$ cat config.mk
export PLATFORM = sky130hd
export DESIGN_NAME = fetch_top
export DESIGN_NICKNAME = d
export VERILOG_FILES = /design/src/fetch_pkg.sv /design/src/fetch_if_stage.sv /design/src/fetch_imem.sv /design/src/fetch_pc_gen.sv /design/src/fetch_top.sv
export SDC_FILE = /design/constraint.sdc
export NUM_CORES = 2
export LEC_CHECK = 0
export BUFFER_PORTS_ARGS = -buffer_cell sky130_fd_sc_hd__buf_2
export CAP_MARGIN = 0
export CORE_MARGIN = 2
export CORE_UTILIZATION = 58
export DETAILED_ROUTE_END_ITERATION = 16
export GPL_TIMING_DRIVEN = 0
export PLACE_DENSITY = 0.74
export SYNTH_ARGS = -nofsm -noshare
export SYNTH_HDL_FRONTEND = slang
export SYNTH_SLANG_ARGS = --single-unit
$ cat constraint.sdc
create_clock -name clk -period 5.55 [get_ports clk]
set_input_delay 0 -clock clk [delete_from_list [all_inputs] [get_ports clk]]
set_output_delay 0 -clock clk [all_outputs]
set_load 0.005 [all_outputs]
$ cat src/fetch_pkg.sv
/*
 Shared types and constants for the fetch front end.
 Memory depth and answer latency are fixed here and must be at least 1.
*/
`default_nettype none

package fetch_pkg;

	//////////////////////////////////////////////////////////////////////
	// Encodings
	//////////////////////////////////////////////////////////////////////

	// Major opcodes, only the ones the fetch stage builds words from
	typedef enum logic [5:0] {
		OPC_JUMP = 6'h00,
		OPC_NOP  = 6'h05
	} opcode_e;

	// Fetch answer tags, as returned next to each word
	typedef enum logic [3:0] {
		ITAG_NONE = 4'h0,
		ITAG_BE   = 4'hb,
		ITAG_PE   = 4'hc,
		ITAG_TE   = 4'hd
	} itag_e;

	//////////////////////////////////////////////////////////////////////
	// Constants
	//////////////////////////////////////////////////////////////////////

	// NOP with flush/idle marker
	localparam logic [31:0] INSN_NOP_FLUSH = {OPC_NOP, 26'h041_0000};
	// NOP shown while waiting on memory
	localparam logic [31:0] INSN_NOP_STALL = {OPC_NOP, 26'h061_0000};

	// First fetch address out of reset
	localparam logic [31:0] RESET_PC = 32'h0000_0100;

	// Word address width, 64 words
	localparam int IMEM_AW = 6;
	// Cycles from request to answer
	localparam int IMEM_LATENCY = 2;
	// Wait counter width
	localparam int IMEM_CNT_W = $clog2(IMEM_LATENCY + 1);

endpackage

`default_nettype wire

$ cat src/fetch_if_stage.sv
/*
 Fetch stage, presents word and PC to decode.
 Outputs are combinational from the live answer or the saved registers.
 Expects at most one answer per request and none while a word is saved.
*/
`timescale 1ns/1ps
`default_nettype none

module fetch_if_stage (
	input  wire                      clk,
	input  wire                      arst_n_i,
	input  wire  [31:0]              icpu_dat_i,
	input  wire                      icpu_ack_i,
	input  wire                      icpu_err_i,
	input  wire  [31:0]              icpu_adr_i,
	input  wire  fetch_pkg::itag_e   icpu_tag_i,
	input  wire                      if_freeze_i,
	input  wire                      if_flushpipe_i,
	input  wire                      no_more_dslot_i,
	input  wire                      rfe_i,
	output logic [31:0]              if_insn_o,
	output logic [31:0]              if_pc_o,
	output logic                     if_stall_o,
	output logic                     except_itlbmiss_o,
	output logic                     except_immufault_o,
	output logic                     except_ibuserr_o
);

	import fetch_pkg::*;

	// Any answer this cycle
	logic        answer;
	// Answer arrives under freeze
	logic        save_insn;
	// NOP insertion after flush
	logic        if_bypass;
	logic        bypass_q;
	// Live error decode, bit 0 TLB miss, 1 page fault, 2 bus error
	logic [2:0]  err_live;

	// Saved answer
	logic        saved_q;
	logic [31:0] insn_saved;
	logic [31:0] addr_saved;
	logic [2:0]  err_saved;

	assign answer    = icpu_ack_i || icpu_err_i;
	assign save_insn = answer && if_freeze_i && !saved_q;

	assign err_live[0] = icpu_err_i && (icpu_tag_i == ITAG_TE);
	assign err_live[1] = icpu_err_i && (icpu_tag_i == ITAG_PE);
	assign err_live[2] = icpu_err_i && (icpu_tag_i == ITAG_BE);

	//////////////////////////////////////////////////////////////////////
	// Bypass after flush
	//////////////////////////////////////////////////////////////////////

	// First answer after flush ends the bypass in its own cycle
	assign if_bypass = if_flushpipe_i || (bypass_q && !answer);

	always_ff @(posedge clk or negedge arst_n_i) begin
		if (!arst_n_i)
			bypass_q <= 1'b0;
		else if (if_flushpipe_i)
			bypass_q <= 1'b1;
		else if (answer)
			bypass_q <= 1'b0;
	end

	//////////////////////////////////////////////////////////////////////
	// Saved answer
	//////////////////////////////////////////////////////////////////////

	// Flush drops the saved word, a run cycle without new save releases it
	always_ff @(posedge clk or negedge arst_n_i) begin
		if (!arst_n_i)
			saved_q <= 1'b0;
		else if (if_flushpipe_i)
			saved_q <= 1'b0;
		else if (save_insn)
			saved_q <= 1'b1;
		else if (!if_freeze_i)
			saved_q <= 1'b0;
	end

	// Payload, only read while saved_q is set
	always_ff @(posedge clk) begin
		if (save_insn) begin
			// Errored fetch carries no usable word
			insn_saved <= icpu_err_i ? INSN_NOP_FLUSH : icpu_dat_i;
			addr_saved <= {icpu_adr_i[31:2], 2'b00};
			err_saved  <= err_live;
		end
	end

	//////////////////////////////////////////////////////////////////////
	// Outputs to decode
	//////////////////////////////////////////////////////////////////////

	always_comb begin
		if (no_more_dslot_i || rfe_i || if_bypass)
			if_insn_o = INSN_NOP_FLUSH;
		else if (saved_q)
			if_insn_o = insn_saved;
		else if (icpu_ack_i)
			if_insn_o = icpu_dat_i;
		else
			if_insn_o = INSN_NOP_STALL;
	end

	assign if_pc_o    = saved_q ? addr_saved : {icpu_adr_i[31:2], 2'b00};
	// Nothing to hand over yet
	assign if_stall_o = !answer && !saved_q;

	// Exceptions masked at delay slot end
	assign except_itlbmiss_o  = !no_more_dslot_i && (saved_q ? err_saved[0] : err_live[0]);
	assign except_immufault_o = !no_more_dslot_i && (saved_q ? err_saved[1] : err_live[1]);
	assign except_ibuserr_o   = !no_more_dslot_i && (saved_q ? err_saved[2] : err_live[2]);

endmodule

`default_nettype wire

$ cat src/fetch_imem.sv
/*
 Instruction memory model, answers IMEM_LATENCY cycles after a request.
 A new request cancels a pending answer. An answer for an address that no longer
 matches the fetch address is dropped. Contents are only valid once loaded.
*/
`timescale 1ns/1ps
`default_nettype none

module fetch_imem (
	input  wire                                clk,
	input  wire                                arst_n_i,
	input  wire                                fetch_req_i,
	input  wire  [31:0]                        fetch_adr_i,
	output logic                               fetch_ack_o,
	output logic                               fetch_err_o,
	output logic [31:0]                        fetch_dat_o,
	output fetch_pkg::itag_e                   fetch_tag_o,
	input  wire                                load_we_i,
	input  wire  [fetch_pkg::IMEM_AW-1:0]      load_adr_i,
	input  wire  [31:0]                        load_dat_i,
	input  wire  fetch_pkg::itag_e             load_tag_i
);

	import fetch_pkg::*;

	// Word array and its tag array
	logic [31:0] mem     [0:(2**IMEM_AW)-1];
	itag_e       tag_mem [0:(2**IMEM_AW)-1];

	// Pending request state
	logic                  busy_q;
	logic [IMEM_CNT_W-1:0] cnt_q;
	logic [31:0]           adr_q;

	// Read side
	logic               answer_due;
	logic               oor;
	logic [IMEM_AW-1:0] rd_idx;
	itag_e              rd_tag;

	//////////////////////////////////////////////////////////////////////
	// Load port
	//////////////////////////////////////////////////////////////////////

	always_ff @(posedge clk) begin
		if (load_we_i) begin
			mem[load_adr_i]     <= load_dat_i;
			tag_mem[load_adr_i] <= load_tag_i;
		end
	end

	//////////////////////////////////////////////////////////////////////
	// Request latch and wait counter
	//////////////////////////////////////////////////////////////////////

	always_ff @(posedge clk or negedge arst_n_i) begin
		if (!arst_n_i) begin
			busy_q <= 1'b0;
			cnt_q  <= '0;
		end else if (fetch_req_i) begin
			// Restart, older request is lost
			busy_q <= 1'b1;
			cnt_q  <= IMEM_CNT_W'(IMEM_LATENCY - 1);
		end else if (busy_q) begin
			if (cnt_q == '0)
				busy_q <= 1'b0;
			else
				cnt_q <= cnt_q - 1'b1;
		end
	end

	// Request address
	always_ff @(posedge clk) begin
		if (fetch_req_i)
			adr_q <= fetch_adr_i;
	end

	//////////////////////////////////////////////////////////////////////
	// Answer
	//////////////////////////////////////////////////////////////////////

	// Count done and PC unchanged since request
	assign answer_due = busy_q && (cnt_q == '0) && (adr_q == fetch_adr_i);

	// Beyond the array is a bus error
	assign oor    = |adr_q[31:IMEM_AW+2];
	assign rd_idx = adr_q[IMEM_AW+1:2];
	assign rd_tag = oor ? ITAG_BE : tag_mem[rd_idx];

	// Clean tag gives ack, anything else err
	assign fetch_ack_o = answer_due && (rd_tag == ITAG_NONE);
	assign fetch_err_o = answer_due && (rd_tag != ITAG_NONE);
	assign fetch_dat_o = mem[rd_idx];
	assign fetch_tag_o = rd_tag;

endmodule

`default_nettype wire

$ cat src/fetch_pc_gen.sv
/*
 Program counter and request strobe.
 Flush wins over consume. One request pulse per PC change and one after reset.
*/
`timescale 1ns/1ps
`default_nettype none

module fetch_pc_gen (
	input  wire         clk,
	input  wire         arst_n_i,
	input  wire         flush_i,
	input  wire  [31:0] redirect_pc_i,
	input  wire         freeze_i,
	input  wire         if_stall_i,
	output logic [31:0] fetch_adr_o,
	output logic        fetch_req_o
);

	import fetch_pkg::*;

	// Current PC
	logic [31:0] pc_q;
	// Request still to be issued for pc_q
	logic        req_q;
	// Decode has taken the presented word
	logic        consume;

	//////////////////////////////////////////////////////////////////////
	// Consume detect
	//////////////////////////////////////////////////////////////////////

	// Word taken when pipeline runs and fetch has something
	assign consume = !freeze_i && !if_stall_i;

	//////////////////////////////////////////////////////////////////////
	// PC register
	//////////////////////////////////////////////////////////////////////

	always_ff @(posedge clk or negedge arst_n_i) begin
		if (!arst_n_i) begin
			pc_q  <= RESET_PC;
			// First fetch right after reset release
			req_q <= 1'b1;
		end else if (flush_i) begin
			// Redirect, discard whatever is in flight
			pc_q  <= redirect_pc_i;
			req_q <= 1'b1;
		end else if (consume) begin
			// Next sequential word
			pc_q  <= pc_q + 32'd4;
			req_q <= 1'b1;
		end else begin
			// Strobe is a single cycle
			req_q <= 1'b0;
		end
	end

	//////////////////////////////////////////////////////////////////////
	// Outputs
	//////////////////////////////////////////////////////////////////////

	// Address held until the next change
	assign fetch_adr_o = pc_q;
	// Pulse in cycle after each change
	assign fetch_req_o = req_q;

endmodule

`default_nettype wire

$ cat src/fetch_top.sv
/*
 Fetch front end top, PC generator, memory model and fetch stage.
 Load port is meant for use while the core idles.
*/
`timescale 1ns/1ps
`default_nettype none

module fetch_top (
	input  wire                            clk,
	input  wire                            arst_n_i,
	input  wire                            freeze_i,
	input  wire                            flush_i,
	input  wire  [31:0]                    redirect_pc_i,
	input  wire                            no_more_dslot_i,
	input  wire                            rfe_i,
	input  wire                            load_we_i,
	input  wire  [fetch_pkg::IMEM_AW-1:0]  load_adr_i,
	input  wire  [31:0]                    load_dat_i,
	input  wire  fetch_pkg::itag_e         load_tag_i,
	output logic [31:0]                    insn_o,
	output logic [31:0]                    pc_o,
	output logic                           stall_o,
	output logic                           except_itlbmiss_o,
	output logic                           except_immufault_o,
	output logic                           except_ibuserr_o
);

	import fetch_pkg::*;

	// PC generator to memory
	logic [31:0] fetch_adr;
	logic        fetch_req;
	// Memory answer
	logic        fetch_ack;
	logic        fetch_err;
	logic [31:0] fetch_dat;
	itag_e       fetch_tag;

	fetch_pc_gen u_pc_gen (
		.clk           (clk),
		.arst_n_i      (arst_n_i),
		.flush_i       (flush_i),
		.redirect_pc_i (redirect_pc_i),
		.freeze_i      (freeze_i),
		.if_stall_i    (stall_o),
		.fetch_adr_o   (fetch_adr),
		.fetch_req_o   (fetch_req)
	);

	fetch_imem u_imem (
		.clk         (clk),
		.arst_n_i    (arst_n_i),
		.fetch_req_i (fetch_req),
		.fetch_adr_i (fetch_adr),
		.fetch_ack_o (fetch_ack),
		.fetch_err_o (fetch_err),
		.fetch_dat_o (fetch_dat),
		.fetch_tag_o (fetch_tag),
		.load_we_i   (load_we_i),
		.load_adr_i  (load_adr_i),
		.load_dat_i  (load_dat_i),
		.load_tag_i  (load_tag_i)
	);

	// Stall also throttles the PC generator
	fetch_if_stage u_if_stage (
		.clk                (clk),
		.arst_n_i           (arst_n_i),
		.icpu_dat_i         (fetch_dat),
		.icpu_ack_i         (fetch_ack),
		.icpu_err_i         (fetch_err),
		.icpu_adr_i         (fetch_adr),
		.icpu_tag_i         (fetch_tag),
		.if_freeze_i        (freeze_i),
		.if_flushpipe_i     (flush_i),
		.no_more_dslot_i    (no_more_dslot_i),
		.rfe_i              (rfe_i),
		.if_insn_o          (insn_o),
		.if_pc_o            (pc_o),
		.if_stall_o         (stall_o),
		.except_itlbmiss_o  (except_itlbmiss_o),
		.except_immufault_o (except_immufault_o),
		.except_ibuserr_o   (except_ibuserr_o)
	);

endmodule

`default_nettype wire

==> summary.txt <==
STA
  • Tmin final: 5.49 ns
  • Hold Fails Final Rpt: 0
  • Slew Viols, Final: 0
  • Period Utilization, post-route: 0.990
  • Actual slew at the worst max-slew pin: 1.40 ns
  • Finish-stage setup viols: 0
  • Setup TNS: 0 ns
  • Slew HR: 0.0695
  • Worst Skew: 0.0362 ns
  • Worst hold margin: ~0.033 ns
  • RSZ-0062 raised after global routing: false
  • Fmax: 182 MHz

Clock network
  • Root Buffer: clkbuf_16
  • Clock Latency Late Sink: 0.86 ns
  • H-tree depth: 4
  • Clock transition at path regs: 0.06 ns
  • Max Buffers Root-to-Sink: 3
  • CTS tree: done
  • Total CTS buffers: between 200 and 250
  • Clk sinks: 2,445

Min path
  • Hold Crit Start: load_dat_i[0]
  • Hold path depth: 1
  • Min-Delay Path Class: in -> reg
  • Worst-case hold path end point: u_imem.mem[22][0]

Place
  • Number of port buffers: 141
  • Placed Cells: about 6,400
  • Final GP Congestion: 0.887
  • DP Wirelength: 158 mm

Global routing
  • Total track usage: 0.322
  • Grt met1 use: 0.437
  • Vias in the first global route: 49,100
  • GR Util met3: 0.0891
  • GR peak layer: met2
  • Pin count of the biggest net entering global routing: 65
  • Global-route wire length before repair: around 370 mm
  • Met2 usage: 0.493
  • Initial antenna violation count: 5
  • Global route overflow: 0

Logic synthesis
  • EDFF count, synth: 2,401
  • Syn Std Cell Area: 0.0943 mm^2
  • Synth area leader: edfxtp_1
  • Ys flop type: edfxtp_1
  • Post-synth top cells: 2,401 x edfxtp_1, 695 x mux4_2, 127 x nor2_1, 101 x clkbuf_1, 73 x nand2_1
  • Seq/Total Area, Yosys: 0.776
  • Post-synth top area share: 0.764
  • Synth async-reset ratio: 0.0155
  • Synth area leaders: edfxtp_1 76%, mux4_2 17%, dfrtp_1 0.96%
  • Syn_area_per_cell: roughly 23 um^2
  • Most frequent cell after synthesis: edfxtp_1
  • Seq cells post-synth: 2,445
  • Cell variety after synth: 73
  • Cells after Synth: 4,043
  • Syn. warnings: 0

Floorplanning
  • Die width: 407 um
  • Io pins: between 100 and 150
  • Cell Rows: 147
  • Die Height: 407 um
  • Die area: approximately 0.17 mm^2
  • Core area: 0.161 mm^2
  • Initial Util: 0.586

Worst setup path
  • Startpoint types: flop
  • WP data required: 5.55 ns
  • CP Max Fanout: 10
  • FF-to-FF path depth: 10
  • R2R Setup Slk: roughly 0.74 ns
  • CP Capture Type: output pin
  • Crit path DAT: around 5.5 ns
  • Crit Path Category: reg -> out
  • Crit Reg-Reg Endpoint: u_if_stage.insn_saved[25]

Detailed routing
  • Wirelength per Cell: 38.0 um
  • Initial DRC Count: 8,785
  • Residual DRC: 0
  • Remaining antenna violation count: 0
  • Drt first pass iters: 6
  • Via count: 49,400
  • DR vias/cell: between 7 and 8
  • DRT Wirelength: roughly 270 mm

Power and ir drop
  • Pleak: around 0.034 uW
  • Cell Pwr Density: 364 mW/mm^2
  • Peak VDD IR: 0.359 mV

Cells and area
  • Syn-to-layout area delta: 15.4%
  • Nets: 4,721
  • Final Instance Count excl. Fillers: about 7,000
  • Layout Utilization: 0.676
  • Share of cells above drive strength 1: 0.310

Run
  • Maxcap violations: 0

Outcome
  • Outcome: complete, no violations
==> per-stage QoR <==
step,area (um^2),setup slack (ns),power (uW)
after floorplan,94300,0.771,23100
after global placement,97700,-1.65,24400
after detailed placement,100000,-0.0489,24500
after CTS,109000,0.0256,39600
after global routing,109000,0.000218,40500
final,109000,0.0557,39600
==> placed cells by master, fill, tap and decap left out, types with 9 or more instances in the layout <==
cell / netlist / layout
edfxtp_1: 2401 / 2401
mux4_2: 695 / 695
clkbuf_16: 0 / 226
buf_2: 71 / 211
dlygate4sd3_1: 0 / 135
clkbuf_1: 101 / 124
buf_12: 1 / 81
nand2_1: 73 / 73
nor2_4: 0 / 65
nor2_1: 127 / 61
clkinv_1: 4 / 56
mux2_2: 42 / 42
o21ai_0: 38 / 38
clkinv_2: 0 / 37
dfrtp_1: 36 / 36
xor2_1: 32 / 32
clkbuf_2: 0 / 30
o2bb2ai_1: 27 / 27
nor4_1: 26 / 26
mux2i_1: 25 / 25
a22o_1: 24 / 24
a221oi_1: 24 / 24
bufinv_16: 0 / 24
nand3_1: 23 / 23
xnor2_1: 18 / 18
a31oi_1: 16 / 16
nand4_1: 15 / 15
nor3_1: 15 / 15
buf_1: 29 / 14
nor2b_1: 14 / 14
buf_16: 0 / 14
a22oi_1: 13 / 13
or3_1: 11 / 11
buf_6: 10 / 11
and3_1: 11 / 11
inv_1: 9 / 9
clkinvlp_4: 0 / 9
==> power by group <==
part | total, uW | switching [uW] | internal [uW]
Sequential | 20600 | 110 | 20500
Clock | 15300 | 6720 | 8550
Combinational | 3790 | 2240 | 1550
==> routing by layer <==
metal,wire length [um],vias to the layer above
met5,32,-
met4,14900,4
met3,34900,787
met2,124000,4303
met1,91900,25800
li1,-,18500
==> state kept, by name (all words and copies together) (netlist names), 2 cells and up, named ones only <==
name                   flops
u_if_stage.err_saved       3
u_if_stage.addr_saved     30
u_pc_gen.fetch_adr_o      32
u_imem.mem              2048
u_if_stage.insn_saved     32
u_imem.tag_mem           256
u_imem.adr_q              32
u_imem.cnt_q               2
==> cell families (layout without fill, tap and decap cells) <==
logic type | Yosys count | in the layout | share of synthesized area
flip-flops | 2445 | 2445 | 0.776
multiplexers | 762 | 762 | 0.174
AND/OR/NAND/NOR | 356 | 356 | 0.0184
buffers and inverters | 234 | 1011 | 0.0116
AO/OA/AOI/OAI | 193 | 193 | 0.0156
XOR/XNOR | 50 | 50 | 0.00464
adder cells (fa/ha/maj) | 2 | 2 | 0.000265
other | 1 | 8 | 0.0000398
==> repair_timing <==
| action | CTS | global route |
|---|---|---|
| hold buffers | 136 | 0 |
| endpoints found under the hold margin | 1527 | 0 |
| resized for setup | 47 | 14 |
| setup buffers | 0 | 0 |
| cloned | 0 | 0 |
| pin swaps | 0 | 0 |
| setup endpoints to repair | 33 | 15 |
==> final cells by class <==
class                           instances  area [um^2]
Antenna cell                            6         15.0
Buffer                                219         1160
Clock buffer                          278         5850
Clock inverter                        129         1250
Fill cell                            9504        52100
Inverter                               14         52.6
Multi-Input combinational cell       1365        20600
Sequential cell                      2445        73200
Tap cell                             2160         2700
Timing Repair Buffer                  371         4060
==> worst max-delay path by stage <==
stage	slack, ns	endpoint	cells past startpoint	startpoint
CTS	0.03	insn_o[18]	12	flop
global route	0.0002	insn_o[6]	12	flop
detailed placement	-0.05	u_if_stage.insn_saved[18]	10	flop
global placement	-1.65	u_if_stage.insn_saved[11]	7	u_pc_gen.fetch_adr_o[17]
floorplan	0.77	u_if_stage.addr_saved[10]	7	u_pc_gen.fetch_adr_o[7]
finish	0.06	insn_o[31]	12	flop
==> critical path: stages (launching register included) <==
cell,delay (ns)
dfxtp_1,0.32
buf_4,0.22
buf_4,0.26
buf_2,0.37
buf_2,0.35
clkbuf_2,0.56
clkdlybuf4s15_1,1.02
mux4_2,0.45
mux2i_1,0.39
nand2_1,0.10
o211ai_1,0.30
o2bb2ai_1,0.10
buf_2,0.20
(Power assumes the default switching activity.)
